**src/rtl/ddr_if_pkg.sv**
```systemverilog
package ddr_if_pkg;

   // ******************************************************************
   // DDR2 FIFO interface widths
   // ******************************************************************

   // address FIFO carries a 31-bit burst address
   localparam int ADDR_W = 31;

   // one write-data beat and its byte mask
   localparam int DATA_W = 128;
   localparam int MASK_W = DATA_W / 8;

   // ******************************************************************
   // address FIFO commands
   // ******************************************************************

   // encodings as the DDR2 controller expects them
   typedef enum logic [2:0] {
      CMD_WRITE = 3'b000,
      CMD_READ  = 3'b001
   } ddr_cmd_e;

   // mask sent on paths that never write data
   localparam logic [MASK_W-1:0] MASK_NONE = {MASK_W{1'b1}};

endpackage

```
**src/rtl/arb_pkg.sv**
```systemverilog
package arb_pkg;

   // owner of the shared FIFOs in the current cycle
   typedef enum logic [2:0] {
      CL_NONE   = 3'd0,
      CL_ICACHE = 3'd1,
      CL_DCACHE = 3'd2,
      CL_PIXEL  = 3'd3,
      CL_LINE   = 3'd4
   } client_e;

   // read tags, wider than the FIFO depth so a wrapped tag never aliases
   // a read still in flight
   localparam int TAG_W = 11;

   // DDR2 returns two 128-bit beats per read burst
   localparam int BEATS_PER_READ = 2;

   // beat counter has one extra bit, tag = beats / BEATS_PER_READ
   localparam int BEAT_CNT_W = TAG_W + 1;

   // down-counter of beats still owed to a slot
   localparam int BEAT_LEFT_W = $clog2(BEATS_PER_READ + 1);

endpackage

```
**src/rtl/req_arbiter.sv**
```systemverilog
`timescale 1ns/1ps

module req_arbiter (
   input  logic                          clk,
   input  logic                          rst,
   // DDR2 FIFO status
   input  logic                          i_af_full,
   input  logic                          i_wdf_full,
   // instruction cache
   input  logic                          i_ic_af_wr_en,
   input  ddr_if_pkg::ddr_cmd_e          i_ic_af_cmd,
   input  logic [ddr_if_pkg::ADDR_W-1:0] i_ic_addr,
   input  logic                          i_ic_wdf_wr_en,
   input  logic [ddr_if_pkg::DATA_W-1:0] i_ic_wdf_data,
   input  logic [ddr_if_pkg::MASK_W-1:0] i_ic_wdf_mask,
   // data cache
   input  logic                          i_dc_af_wr_en,
   input  ddr_if_pkg::ddr_cmd_e          i_dc_af_cmd,
   input  logic [ddr_if_pkg::ADDR_W-1:0] i_dc_addr,
   input  logic                          i_dc_wdf_wr_en,
   input  logic [ddr_if_pkg::DATA_W-1:0] i_dc_wdf_data,
   input  logic [ddr_if_pkg::MASK_W-1:0] i_dc_wdf_mask,
   // pixel feeder, reads only
   input  logic                          i_px_af_wr_en,
   input  logic [ddr_if_pkg::ADDR_W-1:0] i_px_addr,
   // line engine, writes only
   input  logic                          i_ln_af_wr_en,
   input  logic [ddr_if_pkg::ADDR_W-1:0] i_ln_addr,
   input  logic                          i_ln_wdf_wr_en,
   input  logic [ddr_if_pkg::DATA_W-1:0] i_ln_wdf_data,
   input  logic [ddr_if_pkg::MASK_W-1:0] i_ln_wdf_mask,
   // to the DDR2 FIFOs
   output logic                          o_af_wr_en,
   output ddr_if_pkg::ddr_cmd_e          o_af_cmd,
   output logic [ddr_if_pkg::ADDR_W-1:0] o_addr,
   output logic                          o_wdf_wr_en,
   output logic [ddr_if_pkg::DATA_W-1:0] o_wdf_data,
   output logic [ddr_if_pkg::MASK_W-1:0] o_wdf_mask,
   // per-client full flags
   output logic                          o_ic_af_full,
   output logic                          o_ic_wdf_full,
   output logic                          o_dc_af_full,
   output logic                          o_dc_wdf_full,
   output logic                          o_px_af_full,
   output logic                          o_ln_af_full,
   output logic                          o_ln_wdf_full,
   // to the read tracker
   output arb_pkg::client_e              o_grant,
   output logic                          o_read_issued
);

   import ddr_if_pkg::*;
   import arb_pkg::*;

   logic ic_req;
   logic dc_req;
   logic px_req;
   logic ln_req;
   logic busy;
   // set between the first and second beat of a line write
   logic line_rsv;

   assign ic_req = i_ic_af_wr_en || i_ic_wdf_wr_en;
   assign dc_req = i_dc_af_wr_en || i_dc_wdf_wr_en;
   assign px_req = i_px_af_wr_en;
   assign ln_req = i_ln_af_wr_en || i_ln_wdf_wr_en;

   // either FIFO full blocks both, so cmd and data go in together
   assign busy = i_af_full || i_wdf_full;

   // ******************************************************************
   // client selection
   // ******************************************************************

   always_comb begin
      o_grant = CL_NONE;
      if (line_rsv) begin
         // only the line engine may finish its pair of beats
         if (ln_req) begin
            o_grant = CL_LINE;
         end
      end else if (ic_req) begin
         o_grant = CL_ICACHE;
      end else if (dc_req) begin
         o_grant = CL_DCACHE;
      end else if (px_req) begin
         o_grant = CL_PIXEL;
      end else if (ln_req) begin
         o_grant = CL_LINE;
      end
   end

   // toggles on each accepted line beat
   always_ff @(posedge clk) begin
      if (rst) begin
         line_rsv <= 1'b0;
      end else if (o_grant == CL_LINE && !busy) begin
         line_rsv <= !line_rsv;
      end
   end

   // ******************************************************************
   // FIFO write mux
   // ******************************************************************

   always_comb begin
      // idle: icache values on the bus, nothing written
      o_af_cmd    = i_ic_af_cmd;
      o_addr      = i_ic_addr;
      o_wdf_data  = i_ic_wdf_data;
      o_wdf_mask  = i_ic_wdf_mask;
      o_af_wr_en  = 1'b0;
      o_wdf_wr_en = 1'b0;
      case (o_grant)
         CL_ICACHE: begin
            o_af_wr_en  = i_ic_af_wr_en && !busy;
            o_wdf_wr_en = i_ic_wdf_wr_en && !busy;
         end
         CL_DCACHE: begin
            o_af_cmd    = i_dc_af_cmd;
            o_addr      = i_dc_addr;
            o_wdf_data  = i_dc_wdf_data;
            o_wdf_mask  = i_dc_wdf_mask;
            o_af_wr_en  = i_dc_af_wr_en && !busy;
            o_wdf_wr_en = i_dc_wdf_wr_en && !busy;
         end
         CL_PIXEL: begin
            // read-only path, data FIFO untouched
            o_af_cmd    = CMD_READ;
            o_addr      = i_px_addr;
            o_wdf_data  = '0;
            o_wdf_mask  = MASK_NONE;
            o_af_wr_en  = i_px_af_wr_en && !busy;
         end
         CL_LINE: begin
            o_af_cmd    = CMD_WRITE;
            o_addr      = i_ln_addr;
            o_wdf_data  = i_ln_wdf_data;
            o_wdf_mask  = i_ln_wdf_mask;
            o_af_wr_en  = i_ln_af_wr_en && !busy;
            o_wdf_wr_en = i_ln_wdf_wr_en && !busy;
         end
         default: begin
         end
      endcase
   end

   // counted by the tracker as one read issued
   assign o_read_issued = o_af_wr_en && (o_af_cmd == CMD_READ);

   // unselected clients always see full and hold their request
   assign o_ic_af_full  = (o_grant != CL_ICACHE) || busy;
   assign o_ic_wdf_full = (o_grant != CL_ICACHE) || busy;
   assign o_dc_af_full  = (o_grant != CL_DCACHE) || busy;
   assign o_dc_wdf_full = (o_grant != CL_DCACHE) || busy;
   assign o_px_af_full  = (o_grant != CL_PIXEL) || busy;
   assign o_ln_af_full  = (o_grant != CL_LINE) || busy;
   assign o_ln_wdf_full = (o_grant != CL_LINE) || busy;

endmodule

```
**src/rtl/read_tracker.sv**
```systemverilog
`timescale 1ns/1ps

module read_tracker (
   input  logic             clk,
   input  logic             rst,
   // from the arbiter
   input  arb_pkg::client_e i_grant,
   input  logic             i_read_issued,
   // DDR2 read-data FIFO
   input  logic             i_rdf_valid,
   output logic             o_rdf_rd_en,
   // readers
   input  logic             i_ic_rdf_rd_en,
   input  logic             i_dc_rdf_rd_en,
   input  logic             i_px_rdf_rd_en,
   output logic             o_ic_rdf_valid,
   output logic             o_dc_rdf_valid,
   output logic             o_px_rdf_valid
);

   import arb_pkg::*;

   // slot index 0 is the icache, 1 the dcache
   localparam int N_SLOT = 2;

   logic [TAG_W-1:0]       issued_cnt;
   logic [BEAT_CNT_W-1:0]  serviced_cnt;
   // tag of the read whose beats are now at the FIFO head
   logic [TAG_W-1:0]       head_tag;
   logic [TAG_W-1:0]       slot_tag  [N_SLOT];
   logic [BEAT_LEFT_W-1:0] slot_left [N_SLOT];
   logic [N_SLOT-1:0]      slot_issue;
   logic [N_SLOT-1:0]      slot_hit;

   assign head_tag = TAG_W'(serviced_cnt / BEATS_PER_READ);

   assign slot_issue[0] = i_read_issued && (i_grant == CL_ICACHE);
   assign slot_issue[1] = i_read_issued && (i_grant == CL_DCACHE);

   // ******************************************************************
   // issue and service counters
   // ******************************************************************

   // both wrap freely, tags stay unique while fewer reads are in flight
   // than the tag range
   always_ff @(posedge clk) begin
      if (rst) begin
         issued_cnt   <= '0;
         serviced_cnt <= '0;
      end else begin
         if (i_read_issued) begin
            issued_cnt <= issued_cnt + 1'b1;
         end
         if (i_rdf_valid) begin
            serviced_cnt <= serviced_cnt + 1'b1;
         end
      end
   end

   // ******************************************************************
   // outstanding-read slots, one per cache
   // ******************************************************************

   always_ff @(posedge clk) begin
      if (rst) begin
         for (int k = 0; k < N_SLOT; k++) begin
            slot_tag[k]  <= '0;
            slot_left[k] <= '0;
         end
      end else begin
         for (int k = 0; k < N_SLOT; k++) begin
            if (slot_issue[k]) begin
               // remember which read number belongs to this cache
               slot_tag[k]  <= issued_cnt;
               slot_left[k] <= BEAT_LEFT_W'(BEATS_PER_READ);
            end else if (slot_hit[k] && i_rdf_valid) begin
               slot_left[k] <= slot_left[k] - 1'b1;
            end
         end
      end
   end

   always_comb begin
      for (int k = 0; k < N_SLOT; k++) begin
         slot_hit[k] = (slot_left[k] != '0) && (slot_tag[k] == head_tag);
      end
   end

   // ******************************************************************
   // steering
   // ******************************************************************

   // beats not claimed by a cache belong to the pixel feeder
   assign o_rdf_rd_en = slot_hit[0] ? i_ic_rdf_rd_en :
                        slot_hit[1] ? i_dc_rdf_rd_en :
                        i_px_rdf_rd_en;

   assign o_ic_rdf_valid = i_rdf_valid && slot_hit[0];
   assign o_dc_rdf_valid = i_rdf_valid && !slot_hit[0] && slot_hit[1];
   assign o_px_rdf_valid = i_rdf_valid && (slot_hit == '0);

endmodule

```
**src/rtl/ddr_request_ctrl.sv**
```systemverilog
`timescale 1ns/1ps

module ddr_request_ctrl (
   input  logic                          clk,
   input  logic                          rst,
   // instruction cache
   input  logic                          i_ic_af_wr_en,
   input  ddr_if_pkg::ddr_cmd_e          i_ic_af_cmd,
   input  logic [ddr_if_pkg::ADDR_W-1:0] i_ic_addr,
   input  logic                          i_ic_wdf_wr_en,
   input  logic [ddr_if_pkg::DATA_W-1:0] i_ic_wdf_data,
   input  logic [ddr_if_pkg::MASK_W-1:0] i_ic_wdf_mask,
   input  logic                          i_ic_rdf_rd_en,
   output logic                          o_ic_af_full,
   output logic                          o_ic_wdf_full,
   output logic                          o_ic_rdf_valid,
   // data cache
   input  logic                          i_dc_af_wr_en,
   input  ddr_if_pkg::ddr_cmd_e          i_dc_af_cmd,
   input  logic [ddr_if_pkg::ADDR_W-1:0] i_dc_addr,
   input  logic                          i_dc_wdf_wr_en,
   input  logic [ddr_if_pkg::DATA_W-1:0] i_dc_wdf_data,
   input  logic [ddr_if_pkg::MASK_W-1:0] i_dc_wdf_mask,
   input  logic                          i_dc_rdf_rd_en,
   output logic                          o_dc_af_full,
   output logic                          o_dc_wdf_full,
   output logic                          o_dc_rdf_valid,
   // pixel feeder
   input  logic                          i_px_af_wr_en,
   input  logic [ddr_if_pkg::ADDR_W-1:0] i_px_addr,
   input  logic                          i_px_rdf_rd_en,
   output logic                          o_px_af_full,
   output logic                          o_px_rdf_valid,
   // line engine
   input  logic                          i_ln_af_wr_en,
   input  logic [ddr_if_pkg::ADDR_W-1:0] i_ln_addr,
   input  logic                          i_ln_wdf_wr_en,
   input  logic [ddr_if_pkg::DATA_W-1:0] i_ln_wdf_data,
   input  logic [ddr_if_pkg::MASK_W-1:0] i_ln_wdf_mask,
   output logic                          o_ln_af_full,
   output logic                          o_ln_wdf_full,
   // DDR2 FIFOs
   input  logic                          i_af_full,
   input  logic                          i_wdf_full,
   input  logic                          i_rdf_valid,
   output logic                          o_af_wr_en,
   output ddr_if_pkg::ddr_cmd_e          o_af_cmd,
   output logic [ddr_if_pkg::ADDR_W-1:0] o_addr,
   output logic                          o_wdf_wr_en,
   output logic [ddr_if_pkg::DATA_W-1:0] o_wdf_data,
   output logic [ddr_if_pkg::MASK_W-1:0] o_wdf_mask,
   output logic                          o_rdf_rd_en
);

   import arb_pkg::*;

   // arbiter tells the tracker who owned the FIFOs when a read went out
   client_e grant;
   logic    read_issued;

   req_arbiter u_arb (
      .clk            (clk),
      .rst            (rst),
      .i_af_full      (i_af_full),
      .i_wdf_full     (i_wdf_full),
      .i_ic_af_wr_en  (i_ic_af_wr_en),
      .i_ic_af_cmd    (i_ic_af_cmd),
      .i_ic_addr      (i_ic_addr),
      .i_ic_wdf_wr_en (i_ic_wdf_wr_en),
      .i_ic_wdf_data  (i_ic_wdf_data),
      .i_ic_wdf_mask  (i_ic_wdf_mask),
      .i_dc_af_wr_en  (i_dc_af_wr_en),
      .i_dc_af_cmd    (i_dc_af_cmd),
      .i_dc_addr      (i_dc_addr),
      .i_dc_wdf_wr_en (i_dc_wdf_wr_en),
      .i_dc_wdf_data  (i_dc_wdf_data),
      .i_dc_wdf_mask  (i_dc_wdf_mask),
      .i_px_af_wr_en  (i_px_af_wr_en),
      .i_px_addr      (i_px_addr),
      .i_ln_af_wr_en  (i_ln_af_wr_en),
      .i_ln_addr      (i_ln_addr),
      .i_ln_wdf_wr_en (i_ln_wdf_wr_en),
      .i_ln_wdf_data  (i_ln_wdf_data),
      .i_ln_wdf_mask  (i_ln_wdf_mask),
      .o_af_wr_en     (o_af_wr_en),
      .o_af_cmd       (o_af_cmd),
      .o_addr         (o_addr),
      .o_wdf_wr_en    (o_wdf_wr_en),
      .o_wdf_data     (o_wdf_data),
      .o_wdf_mask     (o_wdf_mask),
      .o_ic_af_full   (o_ic_af_full),
      .o_ic_wdf_full  (o_ic_wdf_full),
      .o_dc_af_full   (o_dc_af_full),
      .o_dc_wdf_full  (o_dc_wdf_full),
      .o_px_af_full   (o_px_af_full),
      .o_ln_af_full   (o_ln_af_full),
      .o_ln_wdf_full  (o_ln_wdf_full),
      .o_grant        (grant),
      .o_read_issued  (read_issued)
   );

   read_tracker u_trk (
      .clk            (clk),
      .rst            (rst),
      .i_grant        (grant),
      .i_read_issued  (read_issued),
      .i_rdf_valid    (i_rdf_valid),
      .o_rdf_rd_en    (o_rdf_rd_en),
      .i_ic_rdf_rd_en (i_ic_rdf_rd_en),
      .i_dc_rdf_rd_en (i_dc_rdf_rd_en),
      .i_px_rdf_rd_en (i_px_rdf_rd_en),
      .o_ic_rdf_valid (o_ic_rdf_valid),
      .o_dc_rdf_valid (o_dc_rdf_valid),
      .o_px_rdf_valid (o_px_rdf_valid)
   );

endmodule

```
**config.mk**
```make
export PLATFORM = sky130hd
export DESIGN_NAME = ddr_request_ctrl
export DESIGN_NICKNAME = d
export VERILOG_FILES = /design/src/rtl/ddr_if_pkg.sv /design/src/rtl/arb_pkg.sv /design/src/rtl/req_arbiter.sv /design/src/rtl/read_tracker.sv /design/src/rtl/ddr_request_ctrl.sv
export SDC_FILE = /design/constraint.sdc
export NUM_CORES = 1
export LEC_CHECK = 0
export ABC_AREA = 1
export BUFFER_PORTS_ARGS = -buffer_cell sky130_fd_sc_hd__buf_2
export CORE_AREA = 2 2 303 305
export CTS_CLUSTER_DIAMETER = 150
export CTS_CLUSTER_SIZE = 8
export DETAILED_ROUTE_END_ITERATION = 16
export DIE_AREA = 0 0 305 307
export SYNTH_ARGS = -nofsm -noshare
export SYNTH_HDL_FRONTEND = slang
export SYNTH_SLANG_ARGS = --single-unit
```
**constraint.sdc**
```tcl
create_clock -name clk -period 2.5 [get_ports clk]
set_input_delay 0.5 -clock clk [delete_from_list [all_inputs] [get_ports clk]]
set_output_delay 0.5 -clock clk [all_outputs]
set_load 0.02 [all_outputs]
```
# --- Word-level counts from Yosys, hierarchy flattened ---
# Memories as Yosys holds them, arrays and structs flattened.
# Index checks and enable logic that the tools add are counted.
word_totals:
  mem_count: 2
  register_bits: 24
  ramBits: 26
mem_list:
  columns: ["name", "words", "width", "read_ports", "rd_clocked_by_memory_dff", "write_ports", "line_no", "source"]
  rows:
  - ["u_trk.slot_tag", 2, 11, 2, 0, 2, "read_tracker.sv:30", "logic [TAG_W-1:0] slot_tag [N_SLOT];"]
  - ["u_trk.slot_left", 2, 2, 2, 0, 2, "read_tracker.sv:31", "logic [BEAT_LEFT_W-1:0] slot_left [N_SLOT];"]
op_classes:
  n_addsub: 4
  n_reduce_logical: 32
  eq_ne: 11
  n_mux: 35
  bitwise_logic: 6
ops:
  columns: ["cell", "count"]
  rows:
  - ["$pmux 128 s3", 1]
  - ["$pmux 31 s3", 1]
  - ["$pmux 16 s3", 1]
  - ["$eq 11x11->1", 2]
  - ["$mux 11", 2]
  - ["$logic_and 1x1->1", 18]
  - ["$mux 1", 18]
  - ["$mux 3", 5]
  - ["$add 12x1->12 const B", 1]
  - ["$add 11x1->11 const B", 1]
  - ["$pmux 3 s3", 1]
  - ["$logic_or 1x1->1", 8]
  - ["$mux 2", 4]
  - ["$eq 3x1->1 const B", 2]
  - ["$eq 3x2->1 const B", 2]
  - ["$ne 3x2->1 const B", 2]
  - ["$or 1x1->1", 6]
  - ["$pmux 1 s4", 1]
  - ["$reduce_bool 2->1", 2]
  - ["$sub 2x1->2 const B", 2]
  - ["$eq 3x3->1 const B", 1]
  - ["$logic_not 1->1", 3]
  - ["$ne 3x1->1 const B", 1]
  - ["$ne 3x3->1 const B", 1]
  - ["2 further kinds", 2]

# --- Longest topological paths before layout ---
# Gate-level depths: netlist of the first run.
logic_depth:
  ltp_word: 16
  mapped_depth: 15

# --- Modules after synthesis ---
# Synthesis of the first run repeated with hierarchy kept, for this count alone.
unflattened:
  hier_cells: 1179
  area_unflattened_um2: 6188.4
by_module_without_submodules:
  columns: ["module", "area_each_um2", "n_inst", "cells_each"]
  rows:
  - ["req_arbiter", 3681.0, 1, 848]
  - ["read_tracker", 2507.4, 1, 331]

# --- Worst setup path after synthesis of the first run ---
# OpenSTA, ideal clock, no wires.
synth_timing:
  path_kind: "input -> output"
  startpoint: "input port i_ic_wdf_wr_en"
  endpoint: "output port o_wdf_wr_en"
  arrival_time_ns: 2.000
  stages: 9
  n_path_buf: 2
  setup_slack_ns: 0.000
  required_time_ns: 2.000
  cell_sequence: "inv_1 nand2_1 a21oi_2 nand2_4 inv_2 buf_2 buf_2 nand2_1 a311oi_1"
synth_between:
  elab_chain_cells: 5
  elab_cells_between_ends: 8
  cone_classes: "eq/ne (3); mux (3); reduce/logical (2)"
synth_rtl:
  columns: ["element", "line_no", "source"]
  rows:
  - ["start, declared", "ddr_request_ctrl.sv:10", "input logic i_ic_wdf_wr_en,"]
  - ["$logic_or 1x1->1", "req_arbiter.sv:63", "assign ic_req = i_ic_af_wr_en || i_ic_wdf_wr_en;"]
  - ["$mux 3", "req_arbiter.sv:82", "end else if (ic_req) begin"]
  - ["$mux 3", "req_arbiter.sv:77", "if (line_rsv) begin"]
  - ["$eq 3x3->1, or another cell as far along", "req_arbiter.sv:114", "case (o_grant)"]
  - ["$pmux 1 s3 *", "req_arbiter.sv:114", null]
  - ["end, declared", "ddr_request_ctrl.sv:49", "output logic o_wdf_wr_en,"]
# Every way passes the cells marked *; elsewhere a longest branch is shown, timed or not.

# --- Worst setup path after layout of the first run ---
layout_timing:
  startpoint: "input port i_px_af_wr_en"
  endpoint: "output port o_wdf_data[126] (netlist name)"
layout_between:
  elab_chain_cells: 6
  elab_cells_between_ends: 8
  cone_classes: "eq/ne (3); mux (5)"
layout_rtl:
  columns: ["element", "line_no", "source"]
  rows:
  - ["start, declared", "ddr_request_ctrl.sv:29", "input logic i_px_af_wr_en,"]
  - ["$mux 3 *", "req_arbiter.sv:86", "end else if (px_req) begin"]
  - ["$mux 3 *", "req_arbiter.sv:84", "end else if (dc_req) begin"]
  - ["$mux 3 *", "req_arbiter.sv:82", null]
  - ["$mux 3 *", "req_arbiter.sv:77", null]
  - ["$eq 3x3->1 / $eq 3x2->1 (equally long branches)", "req_arbiter.sv:114", null]
  - ["$pmux 128 s3 *", "req_arbiter.sv:114", null]
  - ["end, declared", "ddr_request_ctrl.sv:50", "output logic [ddr_if_pkg::DATA_W-1:0] o_wdf_data,"]
# Marked as above.

==> results of run 1 <==
kinds of logic (layout without fill, tap and decap cells):
kind of cell | after synthesis | count (layout) | share of synthesized area
AND/OR/NAND/NOR | 860 | 860 | 0.6073
buffers and inverters | 123 | 962 | 0.08703
AO/OA/AOI/OAI | 62 | 62 | 0.06004
flip-flops | 50 | 50 | 0.2109
XOR/XNOR | 18 | 18 | 0.02636
adder cells (fa/ha/maj) | 4 | 4 | 0.008369
other | 0 | 14 | 0
flip-flops by register name, summed over array words and instances, names as in the netlist:
name                cells
u_trk.issued_cnt       11
u_trk.serviced_cnt     12
u_trk.slot_tag         22
u_trk.slot_left         4
u_arb.line_rsv          1
stage by stage:
step	cell area [µm²]	utilization	power (mW)	setup TNS [ns]	hold slack, ns
detailed placement	12180	0.1343	3.211	-14.26	0.4568
floorplan	5981	-	1.763	0	0.4399
CTS	13110	0.1446	4.053	-0.1882	0.4673
global route	13800	0.1521	4.365	-0.3431	0.4957
finish	13820	0.1524	4.175	-0.001537	0.4638
global placement	12180	0.1343	3.221	-17.51	0.4502
worst reg2reg max path: cells and delay by family (launching register included):
family                 cells  cell delay, ns
AND/OR/NAND/NOR            6            0.75
buffers and inverters      5            0.71
flip-flops                 1            0.37
AO/OA/AOI/OAI              3            0.27
synthesized netlist by cell type (2+ instances only):
cell type	n
a21oi_1	23
a21oi_2	2
buf_1	3
buf_2	26
buf_4	3
buf_6	2
clkbuf_1	35
dfxtp_1	24
edfxtp_1	26
ha_1	4
inv_1	47
inv_2	7
nand2_1	572
nand2_2	4
nand3_1	149
nand4_1	35
nor2_1	62
nor2_2	11
nor3_1	12
nor4_1	4
o21ai_0	15
o22ai_1	16
or2_1	2
or2_2	3
xnor2_1	3
xor2_1	15
per-layer routing:
layer  GRT usage  part of all wire  vias to the layer above
met1      0.2005              0.44                     5339
met3     0.05086              0.11                      136
met4     0.05031             0.041                       50
met2      0.2232              0.41                      775
met5           0            0.0044                        -
li1            -                 -                     5304
how the worst max path moves through the flow:
stage	startpoint	to	slack, ns	depth (start not counted)
after floorplan	i_ic_wdf_wr_en	o_wdf_wr_en	0.00002	9
after global placement	i_ic_af_wr_en	o_wdf_data[52]	-0.37	12
after detailed placement	i_ic_wdf_wr_en	o_wdf_data[52]	-0.35	12
after CTS	i_dc_af_wr_en	o_wdf_data[10]	-0.03	11
after global routing	i_dc_wdf_wr_en	o_wdf_data[35]	-0.05	12
final	i_px_af_wr_en	o_wdf_data[126]	-0.002	11
timing repair:
item                       in CTS  in global routing
hold buffers                    0                  0
buffers inserted               10                  7
cloned                          3                  5
gates resized for setup       146                169
setup endpoints to repair     139                136
pin swaps                       8                 20
layout make-up:
cell class	count	area, µm²
diodes	14	35.03
well taps	1186	1484
repair buffers	900	5827
flip-flops and latches	50	1262
clock buffers	7	142.6
inverters	54	241.5
fillers	10600	76870
multi-input cells	944	4821
clock inverters	1	5.005
power by group through the flow:
stage	Sequential, mW	Clock (mW)	Combinational [mW]
final	0.895	0.670	2.61
after global routing	0.897	0.715	2.75
after CTS	0.894	0.684	2.47
after detailed placement	0.912	0	2.30
after global placement	0.912	0	2.31
after floorplan	0.908	0	0.854
==> summary.txt, run 1 <==
Run status
  – Status: finished with violations
  – Violated checks: negative setup slack

Worst hold path
  – Worst hold path endpoint: u_trk.issued_cnt[9]$_SDFFE_PP0N_
  – Min-delay worst type: reg -> reg
  – Hold Crit Depth: 2
  – Hold_sp: u_trk.issued_cnt[9]$_SDFFE_PP0N_

Route
  – Routed via count: about 12000
  – WL final: about 76000 µm
  – DRC: 0
  – Via density per instance: 3.677
  – DR WL/cell: about 24 µm
  – DRT Pass-1 Iters: 5
  – ANT nets after route: 0
  – Iteration-0 DRC Markers: 777

Synthesis
  – Distinct cells, synth: 38
  – Post-synthesis sequential area ratio: 0.2109
  – Post-synthesis register bit count: 50
  – Syn Area/Cell: around 5.4 µm²
  – Yosys top cell area share: 0.3590
  – Post-synthesis instance area: 0.005981 mm²
  – Fraction of registers with async set or reset after synthesis: 0
  – Ys Warns: 0
  – Synth Net Count: 1698
  – Predominant post-synthesis flop cell: edfxtp_1
  – Ranking of synthesized cells by area: nand2_1 (36%), edfxtp_1 (13%), nand3_1 (12%), dfxtp_1 (8.0%), nor2_1 (3.9%)
  – Mapped Cells: 1117
  – Post-synth top area cell: nand2_1
  – EDFF count, synth: 26

Power
  – Comb power frac: 0.625
  – Switching part of the total: 0.4431
  – Seq pwr share: 0.214
  – LEAKAGE: 6.896 nW
  – Switching power: 1.850 mW
  – Clock share of power: 0.161
  – Internal: 2.325 mW
  – Pwr/cell area: 302.1 mW/mm²
  – VDD IR max: 0.2635 mV

Placement
  – Pre-CTS setup slack: -0.3547 ns
  – Routability Congestion: between 0.9 and 1
  – HPWL reported at the end of detailed placement: 65970 µm
  – Post-Place Cells: 3111
  – PortBufs: roughly 770

CTS
  – Clk root buf: clkbuf_16
  – Skew-Pair Late Insertion Delay: around 0.28 ns
  – Num Clock Sinks: 50
  – # H-tree levels: 2
  – Cts bufs inserted: 5
  – CTS tree: yes
  – CTS clk-pin slew, worst paths: about 0.06 ns
  – CTS Buffer Depth: 2

Job
  – Max-cap violations: 0

Global routing
  – Largest net degree at the start of global routing: 38
  – Overflow after GRT: 0
  – All-Layer GR Usage: 0.1499
  – First-pass GRT wire length: about 95000 µm
  – Vias in the first global route: 11220
  – Antenna violations before repair: 73

Final layout
  – Synth-to-layout area growth: 131.0%
  – Final nets: 2536
  – Most common cell after layout, fill and taps aside: buf_2
  – Share of cells above drive strength 1: 0.5373
  – Most frequent cells in the layout: buf_2 (668), nand2_1 (530), buf_4 (140)
  – Layout Cells excl Fill: 3156

Floorplanning
  – Die Span Y: 307 µm
  – Row Count: around 110
  – Core Area: 0.09069 mm²
  – Die width: slightly above 300 µm
  – Starting Density: 0.06595
  – Die Area: around 0.094 mm²
  – I/O pin cnt: 768

Worst setup path
  – Critical path's top delay family: buffers and inverters
  – Critical path, cell by cell: buf_2 > inv_2 > nand2_4 > nand2_4 > nand3_4 > buf_12 > inv_16 > buf_16 > nand2_1 > nand3_1 > buf_2
  – R2r setup slk: roughly 0.3 ns
  – Crit path max fanout: 22
  – WP buf/inv: 6
  – Largest stage delay on the critical path: 0.20 ns
  – Worst R2R Start: u_arb.line_rsv$_SDFFE_PP0P_
  – Worst EP required: 2.00 ns
  – Startpoint class of the critical path: primary input
  – Critical Path AT: 2.00 ns
  – Max stage delay cell, worst path: nand2_1
  – Worst setup EP type: output port
  – Crit Path Category: in -> out
  – R2r worst-path depth: 14
  – R2r endpoint: u_trk.issued_cnt[0]$_SDFFE_PP0N_

Timing
  – Worst Skew: 0.003442 ns
  – Fin. Hold Viols: 0
  – Worst Slack Setup Final: -0.001537 ns
  – Max-slew violation count: 0
  – Worst slew margin: 0.7422
  – Max Clk Rate: 399.8 MHz
  – Tcrit/Tclk final: 1.001
  – RSZ-0062 raised after global routing: yes
  – Slew @ Worst Pin: about 0.39 ns
  – # setup viols final: 1
  – Final critical-path required period: about 2.5 ns
Note: power is estimated with default switching activity, not from simulation.
==> run 2: changes to the inputs <==
Settings changed: RECOVER_POWER set to 100.
==> run 2 against run 1 <==
- the flow now finishes without violations
- count of clock-buffer cells in the layout is the same
- non-clock buffer count is the same
- sequential power is essentially flat
- flip-flop and latch count is the same
- die area is the same
- core utilization is essentially flat
- critical path depth grew 1
- register-to-register slack is essentially flat
- clock power is essentially flat
==> summary.txt, run 2 (synthesis results as in run 1) <==
Placement
  – Routability Congestion: 0.9662 (unchanged)
  – Post-Place Cells: 3111 (unchanged)
  – PortBufs: 767 (unchanged)
  – Placed cell areas: 0.01218 mm² (unchanged)
  – HPWL reported at the end of detailed placement: 65970 µm (unchanged)

CTS
  – CTS Buffer Depth: 2 (unchanged)
  – CTS clk-pin slew, worst paths: 0.06 ns (about the same)
  – CTS tree: yes
  – CTS Hold Bufs: 0 (unchanged)
  – Clk root buf: clkbuf_16
  – # H-tree levels: 2 (unchanged)
  – Num Clock Sinks: 50 (unchanged)
  – Skew-Pair Late Insertion Delay: 0.28 ns (about the same)
  – Cts bufs inserted: 5 (unchanged)

Worst setup path
  – R2r setup slk: 0.31 ns (about the same)
  – Critical path, cell by cell: buf_2 > inv_2 > nand2_4 > nand2_4 > nand3_4 > buf_12 > inv_16 > buf_16 > buf_6 > nand2_1 > nand3_1 > buf_4
  – Max stage delay cell, worst path: buf_16
  – Critical path's top delay family: buffers and inverters
  – Critical Path AT: 2.00 ns (about the same)
  – Crit path max fanout: 22 (unchanged)
  – CP dominant cell by count: nand2_4
  – Worst EP required: 2.00 ns (about the same)
  – WP buf/inv: 7 (+1)
  – Worst R2R Start: u_arb.line_rsv$_SDFFE_PP0P_
  – Startpoint class of the critical path: primary input
  – Largest stage delay on the critical path: 0.18 ns (-0.02 ns)
  – R2r worst-path depth: 13 (-1)
  – Crit Path Category: in -> out
  – Worst setup EP type: output port
  – R2r endpoint: u_trk.slot_tag[0][4]$_DFFE_PP_

Timing
  – Tcrit/Tclk final: 0.9990 (-0.001591)
  – RSZ-0062 raised after global routing: yes
  – Fin. Hold Viols: 0 (unchanged)
  – Worst Skew: 0.004069 ns (+0.0006273 ns)
  – Slew @ Worst Pin: 0.5679 ns (+0.1817 ns)
  – Worst slew margin: 0.6214 (-0.1208)
  – Max Clk Rate: 400.4 MHz (+0.16%)
  – Max-slew violation count: 0 (unchanged)
  – # setup viols final: 0 (-1)
  – Final critical-path required period: 2.498 ns (-0.003977 ns)

Floorplanning
  – Die Span Y: 307 µm (unchanged)
  – Core Area: 0.09069 mm² (unchanged)
  – Starting Density: 0.06595 (unchanged)
  – Die Area: 0.09364 mm² (unchanged)
  – Die width: 305 µm (unchanged)
  – Row Count: 111 (unchanged)
  – I/O pin cnt: 768 (unchanged)

Worst hold path
  – Hold_sp: u_trk.issued_cnt[9]$_SDFFE_PP0N_
  – Hold Crit Depth: 2 (unchanged)
  – Min-delay worst type: reg -> reg
  – Worst hold path endpoint: u_trk.issued_cnt[9]$_SDFFE_PP0N_

Final layout
  – Most flop-heavy register: u_trk.slot_tag
  – Post-Layout Inst Area: 0.01381 mm² (about the same)
  – Largest registers in the final layout: u_trk.slot_tag x22, u_trk.serviced_cnt x12, u_trk.issued_cnt x11
  – Share of cells above drive strength 1: 0.5363 (-0.001022)
  – Register area: 0.001262 mm² (unchanged)
  – Layout Cells excl Fill: 3156 (unchanged)
  – Synth-to-layout area growth: 131.0% (about the same)
  – Final nets: 2536 (unchanged)
  – Fill cell count: 10600 (+0.019%)
  – Multi-input logic area: 0.004821 mm² (unchanged)
  – Most frequent cells in the layout: buf_2 (667), nand2_1 (530), buf_4 (139)
  – Largest register FFs: 22 (unchanged)
  – Most common cell after layout, fill and taps aside: buf_2

Route
  – DRC: 0 (unchanged)
  – DRT Pass-1 Iters: 7 (+2)
  – WL final: 75700 µm (about the same)
  – Routed via count: 11520 (-0.77%)
  – Via density per instance: 3.649 (-0.77%)
  – Iteration-0 DRC Markers: 765 (-1.5%)
  – ANT nets after route: 0 (unchanged)
  – DR WL/cell: 23.99 µm (about the same)

Run status
  – Status: complete, no violations

Global routing
  – First-pass GRT wire length: 95490 µm (unchanged)
  – Overflow after GRT: 0 (unchanged)
  – Largest net degree at the start of global routing: 38 (unchanged)
  – Antenna violations before repair: 73 (unchanged)
  – All-Layer GR Usage: 0.1499 (unchanged)
  – Vias in the first global route: 11220 (unchanged)

Power
  – Comb power frac: 0.625 (about the same)
  – Seq pwr share: 0.215 (about the same)
  – Pwr/cell area: 301.8 mW/mm² (-0.11%)
  – VDD IR max: 0.2635 mV (about the same)
  – LEAKAGE: 6.890 nW (about the same)
  – Switching power: 1.845 mW (-0.28%)
  – Internal: 2.324 mW (about the same)
  – Switching part of the total: 0.4425 (-0.0005825)
  – Clock share of power: 0.160 (about the same)

Job
  – Max-cap violations: 0 (unchanged)
-- run 2: layout make-up --
cell class,count,area share
Inverter,54,0.01748
Timing Repair Buffer,900,0.4215
Tap cell,1186,0.1074
Sequential cell,50,0.09140
Multi-Input combinational cell,944,0.3490
Antenna cell,14,0.002536
Clock buffer,7,0.01033
Clock inverter,1,0.0003623
-- run 2: stage by stage --
stage               total power [mW]  TNS [ns]    util  worst slack, ns  hold slack [ns]
floorplan                      1.763         0       -       0.00002331           0.4399
global placement               3.221    -17.51  0.1343          -0.3729           0.4502
detailed placement             3.211    -14.26  0.1343          -0.3547           0.4568
CTS                            4.053   -0.1882  0.1446         -0.02834           0.4673
global route                   4.364   -0.3429  0.1521         -0.04593           0.4986
finish                         4.169         0  0.1523         0.002440           0.4642
-- run 2: worst max path at each step --
| stage | start | endpoint | slack [ns] | depth (start not counted) |
|---|---|---|---|---|
| final | i_px_af_wr_en | o_wdf_data[86] | 0.002 | 12 |
| after detailed placement | i_ic_wdf_wr_en | o_wdf_data[52] | -0.35 | 12 |
| after floorplan | i_ic_wdf_wr_en | o_wdf_wr_en | 0.00002 | 9 |
| after CTS | i_dc_af_wr_en | o_wdf_data[10] | -0.03 | 11 |
| after global placement | i_ic_af_wr_en | o_wdf_data[52] | -0.37 | 12 |
| after global routing | i_dc_wdf_wr_en | o_wdf_data[35] | -0.05 | 12 |
-- run 2: power by group through the flow --
| stage | logic [mW] | clock network, mW | registers, mW |
|---|---|---|---|
| CTS | 2.47 | 0.684 | 0.894 |
| detailed placement | 2.30 | 0 | 0.912 |
| global placement | 2.31 | 0 | 0.912 |
| global route | 2.75 | 0.715 | 0.897 |
| finish | 2.61 | 0.668 | 0.895 |
| floorplan | 0.854 | 0 | 0.908 |
-- run 2: layer usage --
metal	wire length [µm]	vias to the layer above	track usage
li1	-	5299	-
met1	33040	5269	0.2005
met2	30920	759	0.2232
met3	8298	136	0.05086
met4	3097	52	0.05031
met5	351	-	0
-- run 2: what timing repair did --
action / in CTS / in global routing
resized for setup: 146 / 169
endpoints found under the setup margin: 139 / 136
pin swaps: 8 / 20
gates cloned: 3 / 5
buffers inserted: 10 / 7
-- run 2: worst reg2reg max path: cells and delay by family (launching register included) --
family                 cells  cell delay (ns)
flip-flops                 1             0.37
buffers and inverters      4             0.59
AND/OR/NAND/NOR            8             0.90
AO/OA/AOI/OAI              1             0.04
